## config.mk

```make
export PLATFORM = sky130hd
export DESIGN_NAME = kbd_ctrl_top
export DESIGN_NICKNAME = d
export VERILOG_FILES = /design/src/hdl/common.sv /design/src/hdl/kbd_regs_pkg.sv /design/src/hdl/ps2_rx.sv /design/src/hdl/ps2_scancode_decoder.sv /design/src/hdl/kbd_event_fifo.sv /design/src/hdl/kbd_apb_regs.sv /design/src/hdl/kbd_ctrl_top.sv
export VERILOG_INCLUDE_DIRS = /design/src /design/src/hdl
export SDC_FILE = /design/constraint.sdc
export NUM_CORES = 1
export LEC_CHECK = 0
export CAP_MARGIN = 20
export CORE_UTILIZATION = 40
export CTS_CLUSTER_SIZE = 14
export DETAILED_ROUTE_END_ITERATION = 12
export DONT_BUFFER_PORTS = 1
export HOLD_SLACK_MARGIN = 0.05
export PLACE_DENSITY_LB_ADDON = 0.12
export SLEW_MARGIN = 25
export SYNTH_ARGS = -nofsm -noshare
export SYNTH_HDL_FRONTEND = slang
export SYNTH_SLANG_ARGS = --single-unit
export TNS_END_PERCENT = 50
```

## constraint.sdc

```tcl
create_clock -name clk_i -period 5.6 [get_ports clk_i]
set_clock_uncertainty 0.2 [all_clocks]
set_input_delay 0.56 -clock clk_i [delete_from_list [all_inputs] [get_ports clk_i]]
set_output_delay 0.56 -clock clk_i [all_outputs]
set_load 0.01 [all_outputs]
```

## src/hdl/kbd_consts.svh

```systemverilog
`ifndef KBD_CONSTS_SVH
`define KBD_CONSTS_SVH

// event fifo depth
`define KBD_FIFO_DEPTH 8

// apb register offsets
`define KBD_REG_STATUS 4'h0
`define KBD_REG_DATA   4'h4
`define KBD_REG_CTRL   4'h8

// ctrl register bits
`define KBD_CTRL_RX_EN  0
`define KBD_CTRL_IRQ_EN 1

// status register bits, count field sits in bits 7..4
`define KBD_STAT_NEMPTY    0
`define KBD_STAT_OVF       1
`define KBD_STAT_COUNT_LSB 4

// set on a data read that returned an event
`define KBD_DATA_VALID 31

`endif

```

## src/hdl/common.sv

```systemverilog
`default_nettype none

// keyboard data types shared by the receive path and the register block
package common;

    // one byte as it comes off the ps2 wire
    typedef logic [7:0] byte_t;

    // key event
    // bit 9 break, bit 8 extended, bits 7..0 scan code
    typedef logic [9:0] kbd_event_t;

    // fifo fill level, 0..8
    typedef logic [3:0] fifo_count_t;

endpackage

`default_nettype wire

```

## src/hdl/kbd_regs_pkg.sv

```systemverilog
`default_nettype none

// types of the apb slave port
package kbd_regs_pkg;

    // byte address, only the low nibble is decoded
    typedef logic [3:0] apb_addr_t;

    // read and write data
    typedef logic [31:0] apb_data_t;

endpackage

`default_nettype wire

```

## src/hdl/ps2_rx.sv

```systemverilog
`timescale 1ns/1ps
`default_nettype none

module ps2_rx
    import common::*;
    (
        input  wire logic  clk_i,
        input  wire logic  reset_i,

        // raw ps2 lines from the keyboard
        input  wire logic  ps2_clk_async_i,
        input  wire logic  ps2_data_async_i,

        // received byte, valid for one cycle
        output      byte_t data_o,
        output      logic  valid_o
    );

    typedef enum logic [1:0] {
        IDLE   = 2'b00,
        DATA   = 2'b01,
        PARITY = 2'b10,
        STOP   = 2'b11
    } rx_state_t;

    logic [1:0] ps2_clk_r;
    logic       ps2_data_r;
    logic       fall_w;

    rx_state_t  state_r;
    logic [2:0] bit_cnt_r;
    byte_t      shift_r;
    logic       parity_r;

    // lines idle high, so reset to 1 to avoid a false edge
    always_ff @(posedge clk_i) begin
        if (reset_i) begin
            ps2_clk_r  <= 2'b11;
            ps2_data_r <= 1'b1;
        end else begin
            ps2_clk_r  <= {ps2_clk_r[0], ps2_clk_async_i};
            ps2_data_r <= ps2_data_async_i;
        end
    end

    // device changes data on rising clock, we sample on falling
    assign fall_w = ps2_clk_r[1] & ~ps2_clk_r[0];

    // frame fsm, advances once per ps2 clock fall
    always_ff @(posedge clk_i) begin
        if (reset_i) begin
            state_r   <= IDLE;
            bit_cnt_r <= 3'd0;
            parity_r  <= 1'b0;
        end else if (fall_w) begin
            case (state_r)
                IDLE: begin
                    // low data bit here is the start bit
                    if (!ps2_data_r) begin
                        state_r   <= DATA;
                        bit_cnt_r <= 3'd0;
                        parity_r  <= 1'b0;
                    end
                end
                DATA: begin
                    parity_r  <= parity_r ^ ps2_data_r;
                    bit_cnt_r <= bit_cnt_r + 3'd1;
                    if (bit_cnt_r == 3'd7) begin
                        state_r <= PARITY;
                    end
                end
                PARITY: begin
                    // odd parity over data and parity bit
                    if (parity_r ^ ps2_data_r) begin
                        state_r <= STOP;
                    end else begin
                        state_r <= IDLE;
                    end
                end
                STOP: begin
                    state_r <= IDLE;
                end
                default: begin
                    state_r <= IDLE;
                end
            endcase
        end
    end

    // lsb first, so shift in from the top
    always_ff @(posedge clk_i) begin
        if (fall_w && state_r == DATA) begin
            shift_r <= {ps2_data_r, shift_r[7:1]};
        end
    end

    // hand the byte on only with a good stop bit
    always_ff @(posedge clk_i) begin
        if (reset_i) begin
            valid_o <= 1'b0;
        end else begin
            valid_o <= fall_w && state_r == STOP && ps2_data_r;
        end
    end

    always_ff @(posedge clk_i) begin
        if (fall_w && state_r == STOP && ps2_data_r) begin
            data_o <= shift_r;
        end
    end

endmodule

`default_nettype wire

```

## src/hdl/ps2_scancode_decoder.sv

```systemverilog
`timescale 1ns/1ps
`default_nettype none

module ps2_scancode_decoder
    import common::*;
    (
        input  wire logic       clk_i,
        input  wire logic       reset_i,
        input  wire logic       rx_enable_i,

        // bytes from the frame receiver
        input  wire byte_t      data_i,
        input  wire logic       valid_i,

        // folded key events
        output      kbd_event_t event_o,
        output      logic       event_valid_o
    );

    localparam byte_t PREFIX_EXT = 8'hE0;
    localparam byte_t PREFIX_BRK = 8'hF0;

    logic ext_r;
    logic brk_r;
    logic code_w;

    // anything that is not a prefix closes the event
    assign code_w = valid_i && rx_enable_i &&
                    data_i != PREFIX_EXT && data_i != PREFIX_BRK;

    always_ff @(posedge clk_i) begin
        if (reset_i || !rx_enable_i) begin
            ext_r <= 1'b0;
            brk_r <= 1'b0;
        end else if (valid_i) begin
            if (data_i == PREFIX_EXT) begin
                ext_r <= 1'b1;
            end else if (data_i == PREFIX_BRK) begin
                brk_r <= 1'b1;
            end else begin
                ext_r <= 1'b0;
                brk_r <= 1'b0;
            end
        end
    end

    always_ff @(posedge clk_i) begin
        if (reset_i) begin
            event_valid_o <= 1'b0;
        end else begin
            event_valid_o <= code_w;
        end
    end

    // event payload
    always_ff @(posedge clk_i) begin
        if (code_w) begin
            event_o <= {brk_r, ext_r, data_i};
        end
    end

endmodule

`default_nettype wire

```

## src/hdl/kbd_event_fifo.sv

```systemverilog
`timescale 1ns/1ps
`default_nettype none

`include "kbd_consts.svh"

module kbd_event_fifo
    import common::*;
    (
        input  wire logic        clk_i,
        input  wire logic        reset_i,

        // write side from the decoder
        input  wire logic        wr_i,
        input  wire kbd_event_t  wr_event_i,

        // read side, data shows before the pop
        input  wire logic        pop_i,
        output      kbd_event_t  rd_event_o,
        output      fifo_count_t count_o,
        output      logic        empty_o,
        output      logic        overflow_o
    );

    localparam int DEPTH = `KBD_FIFO_DEPTH;
    localparam int PTR_W = $clog2(DEPTH);

    kbd_event_t       mem_r [DEPTH];
    logic [PTR_W-1:0] rd_ptr_r;
    logic [PTR_W-1:0] wr_ptr_r;
    fifo_count_t      count_r;

    logic full_w;
    logic do_pop_w;
    logic do_wr_w;

    assign full_w   = count_r == fifo_count_t'(DEPTH);
    assign empty_o  = count_r == '0;
    assign do_pop_w = pop_i && !empty_o;
    // a pop in the same cycle frees a slot when full
    assign do_wr_w  = wr_i && (!full_w || do_pop_w);

    assign overflow_o = wr_i && !do_wr_w;
    assign rd_event_o = mem_r[rd_ptr_r];
    assign count_o    = count_r;

    always_ff @(posedge clk_i) begin
        if (reset_i) begin
            rd_ptr_r <= '0;
            wr_ptr_r <= '0;
            count_r  <= '0;
        end else begin
            if (do_pop_w) begin
                rd_ptr_r <= (rd_ptr_r == PTR_W'(DEPTH - 1)) ? '0 : rd_ptr_r + 1'b1;
            end
            if (do_wr_w) begin
                wr_ptr_r <= (wr_ptr_r == PTR_W'(DEPTH - 1)) ? '0 : wr_ptr_r + 1'b1;
            end
            if (do_wr_w && !do_pop_w) begin
                count_r <= count_r + 1'b1;
            end else if (do_pop_w && !do_wr_w) begin
                count_r <= count_r - 1'b1;
            end
        end
    end

    always_ff @(posedge clk_i) begin
        if (do_wr_w) begin
            mem_r[wr_ptr_r] <= wr_event_i;
        end
    end

endmodule

`default_nettype wire

```

## src/hdl/kbd_apb_regs.sv

```systemverilog
`timescale 1ns/1ps
`default_nettype none

`include "kbd_consts.svh"

module kbd_apb_regs
    import common::*;
    import kbd_regs_pkg::*;
    (
        input  wire logic        clk_i,
        input  wire logic        reset_i,

        // apb slave
        input  wire logic        psel_i,
        input  wire logic        penable_i,
        input  wire logic        pwrite_i,
        input  wire apb_addr_t   paddr_i,
        input  wire apb_data_t   pwdata_i,
        output      apb_data_t   prdata_o,
        output      logic        pready_o,
        output      logic        pslverr_o,

        // fifo status and head entry
        input  wire kbd_event_t  rd_event_i,
        input  wire fifo_count_t count_i,
        input  wire logic        empty_i,
        input  wire logic        overflow_i,

        output      logic        pop_o,
        output      logic        rx_enable_o,
        output      logic        irq_o
    );

    logic access_w;
    logic wr_w;
    logic rd_w;
    logic sel_status_w;
    logic sel_data_w;
    logic sel_ctrl_w;

    logic rx_en_r;
    logic irq_en_r;
    logic ovf_r;

    // every transfer ends in the access phase
    assign access_w = psel_i && penable_i;
    assign wr_w     = access_w && pwrite_i;
    assign rd_w     = access_w && !pwrite_i;

    assign sel_status_w = paddr_i == `KBD_REG_STATUS;
    assign sel_data_w   = paddr_i == `KBD_REG_DATA;
    assign sel_ctrl_w   = paddr_i == `KBD_REG_CTRL;

    assign pready_o  = 1'b1;
    assign pslverr_o = access_w && !(sel_status_w || sel_data_w || sel_ctrl_w);

    // reading DATA consumes the head event
    assign pop_o = rd_w && sel_data_w && !empty_i;

    always_ff @(posedge clk_i) begin
        if (reset_i) begin
            rx_en_r  <= 1'b0;
            irq_en_r <= 1'b0;
        end else if (wr_w && sel_ctrl_w) begin
            rx_en_r  <= pwdata_i[`KBD_CTRL_RX_EN];
            irq_en_r <= pwdata_i[`KBD_CTRL_IRQ_EN];
        end
    end

    // sticky overflow, a new drop wins over a clear
    always_ff @(posedge clk_i) begin
        if (reset_i) begin
            ovf_r <= 1'b0;
        end else if (overflow_i) begin
            ovf_r <= 1'b1;
        end else if (wr_w && sel_status_w && pwdata_i[`KBD_STAT_OVF]) begin
            ovf_r <= 1'b0;
        end
    end

    // read mux
    always_comb begin
        prdata_o = '0;
        if (rd_w) begin
            if (sel_status_w) begin
                prdata_o[`KBD_STAT_NEMPTY] = !empty_i;
                prdata_o[`KBD_STAT_OVF]    = ovf_r;
                prdata_o[`KBD_STAT_COUNT_LSB +: $bits(fifo_count_t)] = count_i;
            end else if (sel_data_w) begin
                if (!empty_i) begin
                    prdata_o[$bits(kbd_event_t)-1:0] = rd_event_i;
                    prdata_o[`KBD_DATA_VALID]        = 1'b1;
                end
            end else if (sel_ctrl_w) begin
                prdata_o[`KBD_CTRL_RX_EN]  = rx_en_r;
                prdata_o[`KBD_CTRL_IRQ_EN] = irq_en_r;
            end
        end
    end

    assign rx_enable_o = rx_en_r;
    assign irq_o       = irq_en_r && !empty_i;

endmodule

`default_nettype wire

```

## src/hdl/kbd_ctrl_top.sv

```systemverilog
`timescale 1ns/1ps
`default_nettype none

module kbd_ctrl_top
    import common::*;
    import kbd_regs_pkg::*;
    (
        input  wire logic      clk_i,
        input  wire logic      reset_i,

        // ps2 keyboard lines
        input  wire logic      ps2_clk_async_i,
        input  wire logic      ps2_data_async_i,

        // apb slave
        input  wire logic      psel_i,
        input  wire logic      penable_i,
        input  wire logic      pwrite_i,
        input  wire apb_addr_t paddr_i,
        input  wire apb_data_t pwdata_i,
        output      apb_data_t prdata_o,
        output      logic      pready_o,
        output      logic      pslverr_o,

        output      logic      irq_o
    );

    byte_t       rx_byte_w;
    logic        rx_valid_w;
    kbd_event_t  event_w;
    logic        event_valid_w;
    kbd_event_t  rd_event_w;
    fifo_count_t count_w;
    logic        empty_w;
    logic        overflow_w;
    logic        pop_w;
    logic        rx_enable_w;

    ps2_rx i_ps2_rx (
        .clk_i            (clk_i),
        .reset_i          (reset_i),
        .ps2_clk_async_i  (ps2_clk_async_i),
        .ps2_data_async_i (ps2_data_async_i),
        .data_o           (rx_byte_w),
        .valid_o          (rx_valid_w)
    );

    ps2_scancode_decoder i_ps2_scancode_decoder (
        .clk_i         (clk_i),
        .reset_i       (reset_i),
        .rx_enable_i   (rx_enable_w),
        .data_i        (rx_byte_w),
        .valid_i       (rx_valid_w),
        .event_o       (event_w),
        .event_valid_o (event_valid_w)
    );

    kbd_event_fifo i_kbd_event_fifo (
        .clk_i      (clk_i),
        .reset_i    (reset_i),
        .wr_i       (event_valid_w),
        .wr_event_i (event_w),
        .pop_i      (pop_w),
        .rd_event_o (rd_event_w),
        .count_o    (count_w),
        .empty_o    (empty_w),
        .overflow_o (overflow_w)
    );

    kbd_apb_regs i_kbd_apb_regs (
        .clk_i       (clk_i),
        .reset_i     (reset_i),
        .psel_i      (psel_i),
        .penable_i   (penable_i),
        .pwrite_i    (pwrite_i),
        .paddr_i     (paddr_i),
        .pwdata_i    (pwdata_i),
        .prdata_o    (prdata_o),
        .pready_o    (pready_o),
        .pslverr_o   (pslverr_o),
        .rd_event_i  (rd_event_w),
        .count_i     (count_w),
        .empty_i     (empty_w),
        .overflow_i  (overflow_w),
        .pop_o       (pop_w),
        .rx_enable_o (rx_enable_w),
        .irq_o       (irq_o)
    );

endmodule

`default_nettype wire

```

# After elaboration in Yosys (flattened, before gate mapping)
# Memory sizes are Yosys's and may differ from the RTL's. A register that Yosys moved wholly into a read port is not among the register bits.
# Cells that the tools add are included.
dict set report op_classes {
  n_addsub 5
  eq_ne 16
  n_mux 34
  bitwise_logic 4
  n_reduce_logical 42
}
# operator n
set op_table {}
lappend op_table {{logical AND 1 bit} 21}
lappend op_table {{two-way mux 10 bit} 2}
lappend op_table {{== test 8 bit (second input constant)} 2}
lappend op_table {{two-way mux 2 bit} 8}
lappend op_table {{inequality test 8 bit (second input constant)} 2}
lappend op_table {{two-way mux 3 bit} 5}
lappend op_table {{two-way mux 1 bit} 12}
lappend op_table {{two-way mux 4 bit} 3}
lappend op_table {{adder 3 x 1 -> 3 bit (second input constant)} 3}
lappend op_table {{== test 3 bit (second input constant)} 3}
lappend op_table {{== test 4 bit (second input constant)} 2}
lappend op_table {{zero test 4 bit} 2}
lappend op_table {{two-way mux 8 bit} 1}
lappend op_table {{case mux 2 bit (4 select lines)} 1}
lappend op_table {{zero test 1 bit} 7}
lappend op_table {{case mux 3 bit (2 select lines)} 1}
lappend op_table {{AND reduction 3 bit} 2}
lappend op_table {{nonzero test 2 bit} 3}
lappend op_table {{adder 4 x 1 -> 4 bit (second input constant)} 1}
lappend op_table {{== test 2 bit (second input constant)} 2}
lappend op_table {{== test 4 x 3 -> 1 bit (second input constant)} 1}
lappend op_table {{logical OR 1 bit} 4}
lappend op_table {{inequality test 2 x 1 -> 1 bit (second input constant)} 2}
lappend op_table {{AND reduction 2 bit} 2}
lappend op_table {{other kinds (8)} 9}
dict set report totals {
  regBits 52
  ramBits 80
  out_inout_bits 35
  elab_cells 120
  n_memories 1
}
# name words width read_ports rd_ports_with_merged_regs wr line_no
set mem_list {}
lappend mem_list {i_kbd_event_fifo.mem_r 8 10 1 1 1 kbd_event_fifo.sv:27} ;# kbd_event_t mem_r [DEPTH];

# Depth between registers and ports, before layout
# Gate-level depths: netlist (run 1).
dict set report logic_depth {
  ltp_word 11
  depth_mapped 12
  mapped_depth_nobuf 11
}

# Hierarchy
# Synthesis (run 1) repeated with hierarchy kept, for this count alone.
dict set report unflattened {
  cells_unflattened 351
  area_unflattened_um2 5614.1
}
# module instances cells_per_inst area_each_um2
set modules_own_cells {}
lappend modules_own_cells {kbd_event_fifo 1 192 3693.5}
lappend modules_own_cells {ps2_rx 1 64 932.1}
lappend modules_own_cells {kbd_apb_regs 1 71 555.5}
lappend modules_own_cells {ps2_scancode_decoder 1 24 432.9}

# Worst setup path before layout (run 1)
# No wires, ideal clock.
dict set report synth_path {
  path_type {input to register}
  startpoint {in paddr_i[3]}
  endpoint {reg i_kbd_event_fifo.count_r[3], in the netlist i_kbd_event_fifo.count_o[3]}
  arrival_time_ns 2.658
  slack_ns 2.621
  cell_stages 12
  path_cell_list {nor3_4 > nand3_4 > nor2b_4 > inv_2 > buf_4 > ha_1 > inv_1 > ha_1 > a21oi_1 > a211oi_1 > a31oi_1 > mux2_2}
}
dict set report synth_between {
  elab_chain_cells 9
}
# element line_no
set synth_rtl {}
lappend synth_rtl {{from (decl)} kbd_ctrl_top.sv:19} ;# input wire apb_addr_t paddr_i,
lappend synth_rtl {{== test 4 x 3 -> 1 bit (no line) (*)} n/a}
lappend synth_rtl {{logical AND 1 bit (*) (2 in series)} kbd_apb_regs.sv:58} ;# assign pop_o = rd_w && sel_data_w && !empty_i;
lappend synth_rtl {{logical AND 1 bit (*)} kbd_event_fifo.sv:38} ;# assign do_pop_w = pop_i && !empty_o;
lappend synth_rtl {{logical OR 1 bit} kbd_event_fifo.sv:40} ;# assign do_wr_w = wr_i && (!full_w || do_pop_w);
lappend synth_rtl {{logical AND 1 bit} kbd_event_fifo.sv:40}
lappend synth_rtl {{zero test 1 bit} kbd_event_fifo.sv:60} ;# end else if (do_pop_w && !do_wr_w) begin
lappend synth_rtl {{logical AND 1 bit} kbd_event_fifo.sv:60}
lappend synth_rtl {{nonzero test 2 bit (no line)} n/a}
lappend synth_rtl {{to (signal assigned)} kbd_event_fifo.sv:59} ;# count_r <= count_r + 1'b1;
lappend synth_rtl {{to (signal assigned)} kbd_event_fifo.sv:61} ;# count_r <= count_r - 1'b1;
lappend synth_rtl {{to (decl)} kbd_event_fifo.sv:30} ;# fifo_count_t count_r;
# Every way passes the cells marked *; elsewhere a longest branch is shown, timed or not.
# A chain may end at the register's enable or synchronous reset.

# Worst setup path after layout (run 1)
dict set report layout_path {
  startpoint {reg i_kbd_event_fifo.count_r[0], in the netlist i_kbd_event_fifo.count_o[0]}
  endpoint {reg i_kbd_event_fifo.count_r[3], in the netlist i_kbd_event_fifo.count_o[3]}
}
dict set report layout_between {
  elab_chain_cells 9
}
# element line_no
set layout_rtl {}
lappend layout_rtl {{zero test 4 bit} kbd_event_fifo.sv:37} ;# assign empty_o = count_r == '0;
lappend layout_rtl {{zero test 1 bit} {kbd_event_fifo.sv:38, kbd_apb_regs.sv:58}}
lappend layout_rtl {{logical AND 1 bit} kbd_apb_regs.sv:58}
lappend layout_rtl {{logical AND 1 bit} kbd_event_fifo.sv:38}
lappend layout_rtl {{logical OR 1 bit} kbd_event_fifo.sv:40}
lappend layout_rtl {{logical AND 1 bit} kbd_event_fifo.sv:40}
lappend layout_rtl {{zero test 1 bit} kbd_event_fifo.sv:60}
lappend layout_rtl {{logical AND 1 bit} kbd_event_fifo.sv:60}
lappend layout_rtl {{nonzero test 2 bit (no line)} n/a}
# Several ways; a longest one is shown, not always the timed one. The select of a mux whose other input is x is not followed.

==> results of run 1 <==
## through the flow
stage	setup slack (ps)	power, mW
global placement	2350	1.11
global route	2210	2.35
floorplan	2620	1.12
CTS	2380	2.31
detailed placement	2310	1.11
finish	2390	2.29
## how the worst min path moves through the flow
stage | to | slack [ps] | cells after the start | from
CTS | i_kbd_apb_regs.irq_en_r | 90 | 2 | pwdata_i[1]
floorplan | i_ps2_rx.data_o[0] | 200 | 0 | i_ps2_rx.shift_r[0]
finish | i_kbd_apb_regs.irq_en_r | 110 | 2 | pwdata_i[1]
global placement | i_ps2_rx.data_o[0] | 210 | 0 | i_ps2_rx.shift_r[0]
detailed placement | i_ps2_rx.data_o[0] | 210 | 0 | i_ps2_rx.shift_r[0]
global route | i_kbd_apb_regs.irq_en_r | 110 | 2 | pwdata_i[1]
## cell usage in the layout, fill, tap and decap left out, types with 4 or more instances in the layout
cell type and n:
edfxtp_1 106, ha_1 9, nand2b_1 7, dfxtp_1 29, nand2_1 6, a22oi_1 4, and3_1 4, inv_1 5
a21oi_1 9, nor2b_1 5, buf_4 4, bufinv_16 5, nor2_1 25, conb_1 22, o2bb2ai_1 4, mux4_2 17
nor3_1 8, clkbuf_16 17, clkinv_2 4, mux2i_1 21
## sequential cells by signal, indices dropped and copies added, names as in the netlist, 2 cells and up, named ones only
signal,cells
i_kbd_event_fifo.count_o,4
i_ps2_rx.state_r,2
i_ps2_rx.ps2_clk_r,2
i_ps2_rx.shift_r,8
i_kbd_event_fifo.wr_ptr_r,3
i_ps2_rx.bit_cnt_r,3
i_kbd_event_fifo.rd_ptr_r,3
i_ps2_scancode_decoder.event_o,10
i_kbd_event_fifo.mem_r,80
i_ps2_rx.data_o,8
## power by group
part           total (mW)  switching, mW  internal, mW
sequential           1.07        0.00268          1.07
clock                1.19          0.393         0.799
combinational      0.0219         0.0150       0.00689
## metal layers
metal,vias to the layer above,part of all wire
li1,1306,-
met1,1402,0.47
met2,39,0.48
met3,14,0.031
met4,0,0.016
met5,-,0
## cell type report
| type | instances | area (um^2) |
|---|---|---|
| fill | 1195 | 7060 |
| sequential | 135 | 3760 |
| multi-input combinational | 187 | 1580 |
| clock buffer | 19 | 443 |
| tap | 176 | 220 |
| clock inverter | 13 | 203 |
| timing repair buffer | 7 | 60.1 |
| inverter | 6 | 22.5 |
## cell families after synthesis
kind of cell / synth area share
AND/OR/NAND/NOR: 0.0834
other: 0.00136
multiplexers: 0.118
flip-flops: 0.680
AO/OA/AOI/OAI: 0.0420
XOR/XNOR: 0.00317
buffers and inverters: 0.0481
adder cells (fa/ha/maj): 0.0240
## critical path, cell delays in order, from the launching register on
cell and delay [ps]:
dfxtp_1 380, or4_1 610, nor2b_4 180, inv_2 270
ha_1 230, inv_1 100, ha_1 330, a21oi_1 200
a211oi_1 90, a31oi_1 170, mux2_2 350
==> metrics.md, run 1 <==
| Metric | Value |
|---|---|
| P&R area growth vs syn | `13.7%` |
| Max Clk Rate | `just over 300 MHz` |
| Die area | `14300 um^2` |
| CP max FO | `15` |
| Crit share post-route | `0.573` |
| Ys async rst share | `0` |
| Dpl hpwl | `6040 um` |
| Hold WS | `106 ps` |
| Synthesized area | `5540 um^2` |
| Vias per inst | `5.08` |
| Slew @ Worst Pin | `992 ps` |
| CTS sink cnt | `135` |
| Cell Count, Final, Fillers Out | `roughly 540` |
| Syn_area_per_cell | `16.1 um^2` |
| CTS tree | `built` |
| Reg2reg end | `i_kbd_event_fifo.count_o[3]` |
| Post-CTS Hold Fix Bufs | `3` |
| Antenna violations before repair | `0` |
| Initial Util | `0.415` |
| Crit path kind | `reg2reg` |
| Final GP Congestion | `approximately 0.74` |
| Setup TNS | `0 ps` |
| Crit end category | `flop` |
| Synth Register Bits | `135` |
| Final Setup Violations | `0` |
| Num CTS Buffers | `17` |
| Reg2Reg Launch Point | `i_kbd_event_fifo.count_o[0]` |
| GRT Util Overall | `0.145` |
| Final hold violation count | `0` |
| Met3 usage | `0.0413` |
| Worst VDD drop | `0.238 mV` |
| Post-DRT Antenna Nets | `0` |
| H-tree levels | `4` |
| Required time worst endpoint | `roughly 5700 ps` |
| Setup bufs post-CTS | `0` |
| Setup crit end | `i_kbd_event_fifo.count_o[3]` |
| TritonRoute pass-1 iters | `4` |
| Leakage | `2.08 nW` |
| Port bufs | `0` |
| CP arrival | `3310 ps` |
| Total gr overflow | `0` |
| # nets final | `407` |
| Chip Width | `120 um` |
| Core outline area | `13300 um^2` |
| Vias in the first global route | `around 2600` |
| Mapped Cells | `344` |
| Chip height | `~120 um` |
| Rel. slew slack | `0.334` |
| Yosys top cell area share | `0.575` |
| RSZ-0062 raised after global routing | `no` |
| Most frequent cell after synthesis | `edfxtp_1` |
| Starting DRT DRC Count | `162` |
| ANT cells | `0` |
| Slew Viols, Final | `0` |
| CP Launch Type | `flop` |
| Max Root-Sink Buffers | `2` |
| Power Dens Cells | `363 nW/um^2` |
| CP startpoint | `i_kbd_event_fifo.count_o[0]` |
| Tmin final | `between 3000 and 4000 ps` |
| Status | `complete, no violations` |
| Reg2reg path depth | `10` |
| Yosys Warn Count | `0` |
| Reg2Reg Setup Slack | `about 2400 ps` |
| Rows | `42` |
| Post_cts resized | `0` |
| GR met1 Demand/Resource | `0.196` |
| Clock root buffer master | `clkbuf_16` |
| Met2 GRT Util | `0.221` |
| Max-cap violations | `0` |
| Hold Path Class | `in2reg` |
| Share of layout cells above drive strength 1 | `0.174` |
| Largest net degree at the start of global routing | `23` |
| Drt total wl | `9660 um` |
| Seq/Total Area, Yosys | `0.680` |
| Placed cell count | `~500` |
| Final cell utilization of the core | `0.471` |
| Post-synth cell types | `53` |
| Worst skew pair latency | `between 400 and 500 ps` |
| First-pass GRT wire length | `between 10000 and 15000 um` |
| Prevailing post-synth register cell | `edfxtp_1` |
| Area leader, netlist | `edfxtp_1` |
| Top cells by count, synth | `edfxtp_1, dfxtp_1, buf_4, nor2_1, mux2i_1` |
| Top cells by area, synth | `edfxtp_1, dfxtp_1, mux4_2` |
| Busiest grt layer | `met2` |
| Area of all placed cells without fillers | `6290 um^2` |
| Routed vias | `2761` |
| IO Count | `78` |
| EDFF count, synth | `106` |
| Clk slew on worst S/H paths | `60 ps` |
| Drc violations | `0` |
| Post-DP Area | `5620 um^2` |
| Routed wire per std cell | `17.8 um` |
Note: power is estimated with default switching activity, not from simulation.
==> run 2: changes to the inputs <==
- clock period: 5.6 -> 2.9 ns (I/O delays scaled with it)
==> run 2 against run 1 <==
Against the previous run: critical path depth stayed put; clock-buffer cell count rose by 2; non-clock buffer count increased by 21.
==> metrics.md, run 2 (synthesized netlist as in run 1, its figures left out) <==
| Metric | Value |
|---|---|
| Total gr overflow | `0 (unchanged)` |
| Clock root buffer master | `clkbuf_16` |
| IO Count | `78 (unchanged)` |
| Power Dens Cells | `691 nW/um^2 (+90%)` |
| Leakage | `2.18 nW (+5.1%)` |
| Antenna violations before repair | `0 (unchanged)` |
| Worst hold start | `paddr_i[3]` |
| Cell Count, Final, Fillers Out | `564 (+3.9%)` |
| Reg2Reg Setup Slack | `180 ps (-2210 ps)` |
| Setup TNS | `0 ps (unchanged)` |
| CTS tree | `built` |
| Biggest regs | `i_kbd_event_fifo.mem_r: 80 flops, i_ps2_scancode_decoder.event_o: 10 flops` |
| Die area | `14300 um^2 (unchanged)` |
| Vias per inst | `4.99 (-1.9%)` |
| Chip height | `120 um (unchanged)` |
| CP Launch Type | `flop` |
| Reg2reg end | `i_kbd_event_fifo.count_o[3]` |
| Cell family with most CP delay | `simple AND/OR/NAND/NOR gates` |
| Share of layout cells above drive strength 1 | `0.219 (+0.0447)` |
| Chip Width | `120 um (unchanged)` |
| Crit path kind | `reg2reg` |
| P&R area growth vs syn | `17.4%` |
| Largest net degree at the start of global routing | `30 (+30%)` |
| Routed vias | `2813 (+1.9%)` |
| Max reg flops | `80 (unchanged)` |
| Required time worst endpoint | `3000 ps (-2700 ps)` |
| Starting DRT DRC Count | `262 (+62%)` |
| CP max FO | `4 (-11)` |
| Max-cap violations | `0 (unchanged)` |
| Register with the most flip-flops | `i_kbd_event_fifo.mem_r` |
| Rows | `42 (unchanged)` |
| Status | `complete, no violations` |
| Max Root-Sink Buffers | `2 (unchanged)` |
| Max Clk Rate | `367 MHz (+18%)` |
| Most frequent cells in the layout | `edfxtp_1, dfxtp_1, nor2_1` |
| Hold path endpoint | `i_kbd_apb_regs.irq_en_r` |
| Reg2reg path depth | `10 (unchanged)` |
| Slew Viols, Final | `0 (unchanged)` |
| Area of all placed cells without fillers | `6500 um^2 (+3.3%)` |
| CP arrival | `2820 ps (-490 ps)` |
| Max stage delay on crit path | `570 ps (-40 ps)` |
| Setup bufs post-CTS | `0 (unchanged)` |
| Hold Path Class | `in2reg` |
| Port bufs | `0 (unchanged)` |
| Rel. slew slack | `0.500 (+0.166)` |
| RSZ-0062 raised after global routing | `no` |
| Placed cell count | `524 (+3.1%)` |
| Worst skew pair latency | `410 ps (about the same)` |
| Num CTS Buffers | `17 (unchanged)` |
| Routed wire per std cell | `17.6 um (-0.87%)` |
| Hold path cells | `3 (+1)` |
| TritonRoute pass-1 iters | `4 (unchanged)` |
| Final hold violation count | `0 (unchanged)` |
| Critical-path cell list | `or4_4 -> nor2b_4 -> inv_2 -> ha_1 -> inv_1 -> ha_4 -> a21oi_2 -> a211oi_1 -> a31oi_1 -> mux2_2` |
| First-pass GRT wire length | `15600 um (+5.2%)` |
| Final Setup Violations | `0 (unchanged)` |
| H-tree levels | `4 (unchanged)` |
| Post-DRT Antenna Nets | `0 (unchanged)` |
| Core outline area | `13300 um^2 (unchanged)` |
| ANT cells | `0 (unchanged)` |
| Drt total wl | `9950 um (+3.0%)` |
| Worst VDD drop | `0.374 mV (+57%)` |
| Reg2Reg Launch Point | `i_kbd_event_fifo.count_o[0]` |
| Commonest non-fill, non-tap cell in the layout | `edfxtp_1` |
| Crit path buffers/inverters | `2 (unchanged)` |
| Clk slew on worst S/H paths | `60 ps (about the same)` |
| Drc violations | `0 (unchanged)` |
| CTS sink cnt | `135 (unchanged)` |
| Slowest-stage cell, CP | `or4_4` |
| Slew @ Worst Pin | `748 ps (-244 ps)` |
| Vias in the first global route | `2811 (+7.2%)` |
| Final GP Congestion | `0.733 (-0.85%)` |
| GRT Util Overall | `0.153 (+0.00801)` |
| # nets final | `428 (+5.2%)` |
| Crit end category | `flop` |
| Crit share post-route | `0.940 (+0.366)` |
| Dpl hpwl | `6320 um (+4.5%)` |
| Tmin final | `2720 ps (-486 ps)` |
| Initial Util | `0.415 (unchanged)` |
| Post-DP Area | `5750 um^2 (+2.4%)` |
==> run 2: cell types whose count changed in the layout (fill, tap and decap cells not counted), moves of 2 or more <==
cell / before / now
clkinv_2: 4 / 1
buf_4: 4 / 20
clkbuf_8: 1 / 3
dlygate4sd3_1: 3 / 7
==> run 2: per-stage QoR <==
| step | power [mW] | utilization | setup slack [ps] | hold WS, ps |
|---|---|---|---|---|
| 2_1_floorplan | 2.17 | - | 87.8 | 194 |
| 3_3_place_gp | 2.14 | 0.431 | 143 | 170 |
| 3_5_place_dp | 2.14 | 0.431 | 144 | 170 |
| 4_1_cts | 4.53 | 0.487 | 53.8 | 55.1 |
| 5_1_grt | 4.63 | 0.487 | 40.3 | 91.8 |
| 6_report | 4.49 | 0.487 | 175 | 72.7 |
==> run 2: report_power, final <==
part	internal, mW	switching (mW)
Combinational	0.0157	0.0319
Clock	1.59	0.778
Sequential	2.06	0.00536
Total	3.67	0.816
==> run 2: area by class of cell <==
cell class | count | area (um^2)
Multi-Input combinational cell | 187 | 1600
Clock inverter | 11 | 195
Fill cell | 1148 | 6850
Tap cell | 176 | 220
Inverter | 6 | 22.5
Timing Repair Buffer | 28 | 225
Clock buffer | 21 | 470
Sequential cell | 135 | 3760
==> run 2: how the worst max path moves through the flow <==
stage	start	endpoint	slack (ps)	cells after the start
final	i_kbd_event_fifo.count_o[0]	i_kbd_event_fifo.count_o[3]	180	10
after global routing	i_kbd_event_fifo.count_o[2]	i_kbd_event_fifo.count_o[3]	40	10
after CTS	flop	prdata_o[7]	50	4
after detailed placement	i_kbd_event_fifo.count_o[0]	i_kbd_event_fifo.count_o[3]	140	10
after global placement	i_kbd_event_fifo.count_o[0]	i_kbd_event_fifo.count_o[3]	140	10
after floorplan	i_kbd_event_fifo.count_o[0]	i_kbd_event_fifo.count_o[3]	90	11
==> run 2: timing repair <==
item / 4_1_cts / 5_1_grt
resized for setup: 0 / 2
hold buffers: 8 / 0
setup endpoints to repair: 0 / 2
endpoints found under the hold margin: 29 / 0
==> run 2: worst min-delay path, stage by stage <==
cell,delay (ps)
and3_1,190
mux2i_1,90
nor2_1,70
==> run 2: routing by layer <==
metal / global-route usage / vias up / part of all wire
met5: 0 / - / 0
met4: 0.0563 / 0 / 0.012
met3: 0.0504 / 9 / 0.032
met2: 0.234 / 43 / 0.48
met1: 0.204 / 1420 / 0.47
li1: - / 1341 / -
==> run 3: changes to the inputs <==
- GPL_TIMING_DRIVEN: unset -> 0
- SETUP_SLACK_MARGIN: unset -> 0.3
==> run 3 against run 2 <==
Against the previous run: largest power group unchanged; clock-buffer cell count shrank 1; largest cell class unchanged; core utilization up 1.0 points; critical endpoint unchanged; critical path type unchanged; non-clock buffer count rose by 19; wire length increased by 1.0%; critical path depth is 1 higher.
==> metrics.md, run 3 (synthesized netlist as in run 1, its figures left out) <==
| Metric | Value |
|---|---|
| Clk slew on worst S/H paths | `50 ps (about the same)` |
| CTS tree | `built` |
| Final Setup Violations | `0 (unchanged)` |
| Max-cap violations | `0 (unchanged)` |
| Post-route setup slack | `222 ps (+46.8 ps)` |
| DP Worst Slack | `17.9 ps (-126 ps)` |
| H-tree levels | `4 (unchanged)` |
| Fillers | `1148 (unchanged)` |
| Commonest non-fill, non-tap cell in the layout | `edfxtp_1` |
| Max reg flops | `80 (unchanged)` |
| CTS sink cnt | `135 (unchanged)` |
| Flop pwr share | `0.480 (+0.019)` |
| Tmin final | `2680 ps (-46.8 ps)` |
| Most frequent CP cell | `ha_4` |
| # nets final | `447 (+4.4%)` |
| TritonRoute pass-1 iters | `4 (unchanged)` |
| Pint | `3.52 mW (-4.2%)` |
| Port bufs | `0 (unchanged)` |
| First-pass GRT wire length | `15300 um (-2.1%)` |
| Cell family with most CP delay | `simple AND/OR/NAND/NOR gates` |
| Post-DRT Antenna Nets | `0 (unchanged)` |
| Rows | `42 (unchanged)` |
| Vias per inst | `4.88 (-2.2%)` |
| CP max FO | `5 (+1)` |
| ANT cells | `0 (unchanged)` |
| Worst VDD drop | `0.413 mV (+10%)` |
| Required time worst endpoint | `3000 ps (about the same)` |
| Initial Util | `0.415 (unchanged)` |
| Drc violations | `0 (unchanged)` |
| IO Count | `78 (unchanged)` |
| Max stage delay on crit path | `530 ps (-40 ps)` |
| Core outline area | `13300 um^2 (unchanged)` |
| CP arrival | `2780 ps (-40 ps)` |
| Slew @ Worst Pin | `805 ps (+57.0 ps)` |
| CP Launch Type | `flop` |
| Leakage | `2.25 nW (+3.2%)` |
| Critical-path cell list | `or4_4 -> nor2b_4 -> inv_4 -> buf_12 -> ha_4 -> inv_2 -> ha_4 -> a21oi_4 -> a211oi_1 -> a31oi_1 -> mux2_2` |
| Crit share post-route | `0.923 (-0.0161)` |
| Share of layout cells above drive strength 1 | `0.253 (+0.0340)` |
| Clock group share of total power | `0.502 (-0.027)` |
| Slew Viols, Final | `0 (unchanged)` |
| Starting DRT DRC Count | `208 (-21%)` |
| GRT Util Overall | `0.152 (-0.00183)` |
| Slowest-stage cell, CP | `or4_4` |
| Rel. slew slack | `0.461 (-0.0391)` |
| Biggest regs | `i_kbd_event_fifo.mem_r: 80 flops, i_ps2_scancode_decoder.event_o: 10 flops` |
| Clock root buffer master | `clkbuf_16` |
| Worst skew pair latency | `410 ps (about the same)` |
| Register with the most flip-flops | `i_kbd_event_fifo.mem_r` |
| P&R area growth vs syn | `19.8%` |
| Crit end category | `flop` |
| Status | `complete, no violations` |
| Drt total wl | `10100 um (+1.0%)` |
| Gate power share | `0.018 (+0.007)` |
| Chip height | `120 um (unchanged)` |
| RSZ-0062 raised after global routing | `yes` |
| Num CTS Buffers | `17 (unchanged)` |
| Die area | `14300 um^2 (unchanged)` |
| Final GP Congestion | `0.740 (+1.0%)` |
| Most frequent cells in the layout | `edfxtp_1, buf_4, nor2_1, dfxtp_1, conb_1` |
| NetSw | `0.784 mW (-3.8%)` |
| Crit path buffers/inverters | `3 (+1)` |
| Setup TNS | `0 ps (unchanged)` |
| Chip Width | `120 um (unchanged)` |
| Vias in the first global route | `2793 (-0.64%)` |
| Dpl hpwl | `6490 um (+2.7%)` |
| Routed vias | `2843 (+1.1%)` |
| Antenna violations before repair | `0 (unchanged)` |
| Crit path kind | `reg2reg` |
| Switching Share | `0.182 (+0.000656)` |
| Final hold violation count | `0 (unchanged)` |
| Largest net degree at the start of global routing | `17 (-43%)` |
| Power Dens Cells | `649 nW/um^2 (-6.1%)` |
| Max Root-Sink Buffers | `2 (unchanged)` |
| Max Clk Rate | `373 MHz (+1.7%)` |
| Routed wire per std cell | `17.2 um (-2.2%)` |
| Final cell utilization of the core | `0.497 (+0.0101)` |
| Hold Path Class | `in2reg` |
| Total gr overflow | `0 (unchanged)` |
==> run 3: cell types whose count changed in the layout (fill, tap and decap cells not counted), moves of 3 or more <==
| cell | delta |
|---|---|
| clkbuf_1 | +8 |
| clkinv_1 | +4 |
| buf_4 | +9 |
| dfxtp_1 | -3 |
==> run 3: through the flow <==
step           instance area, um^2  power (mW)  cells  hold slack [ps]
2_1_floorplan                 5650        2.17    364              194
3_3_place_gp                  5870        2.17    540              197
3_5_place_dp                  5880        2.17    540              196
4_1_cts                       6590        4.34    582             54.4
5_1_grt                       6630        4.43    583             86.7
6_report                      6630        4.30    583             71.7
==> run 3: worst min-delay path, stage by stage <==
cell,delay (ps)
and3_1,190
mux2i_1,90
nor2_1,70
==> run 3: area by class of cell <==
class                           count  area [um^2]  share of cell area
Buffer                             36          262              0.0394
Clock buffer                       20          437              0.0658
Clock inverter                     12          158              0.0238
Inverter                            6         25.0             0.00377
Multi-Input combinational cell    187         1660               0.250
Sequential cell                   135         3770               0.569
Tap cell                          176          220              0.0332
Timing Repair Buffer               11          100              0.0151
==> run 3: final timing paths <==
path / end / slack, ps / depth (start not counted) / from
worst min-delay path: i_kbd_apb_regs.rx_enable_o / 70 / 3 / paddr_i[3]
worst min register to register: i_ps2_rx.data_o[0] / 230 / 0 / i_ps2_rx.shift_r[0]
worst max register to register: i_kbd_event_fifo.count_o[3] / 220 / 11 / i_kbd_event_fifo.count_o[0]
worst max-delay path: i_kbd_event_fifo.count_o[3] / 220 / 11 / i_kbd_event_fifo.count_o[0]
==> run 3: repair_timing <==
item,CTS,global route
hold endpoints to repair,7,0
buffers inserted,3,1
setup endpoints to repair,6,7
resized for setup,10,6
hold buffers,7,0
pin swaps,1,0
==> run 3: power by group through the flow <==
stage                     clock [mW]  combinational [mW]  sequential [mW]
after detailed placement           0              0.0672             2.11
after CTS                       2.20              0.0747             2.07
after global placement             0              0.0661             2.11
after floorplan                    0              0.0597             2.11
after global routing            2.28              0.0823             2.07
final                           2.16              0.0759             2.07
==> run 3: metal layers <==
metal / vias to the layer above / global-route usage / part of all wire
met2: 43 / 0.238 / 0.50
met3: 14 / 0.0447 / 0.028
met1: 1402 / 0.190 / 0.46
met4: 0 / 0.0773 / 0.020
met5: - / 0 / 0
li1: 1384 / - / -
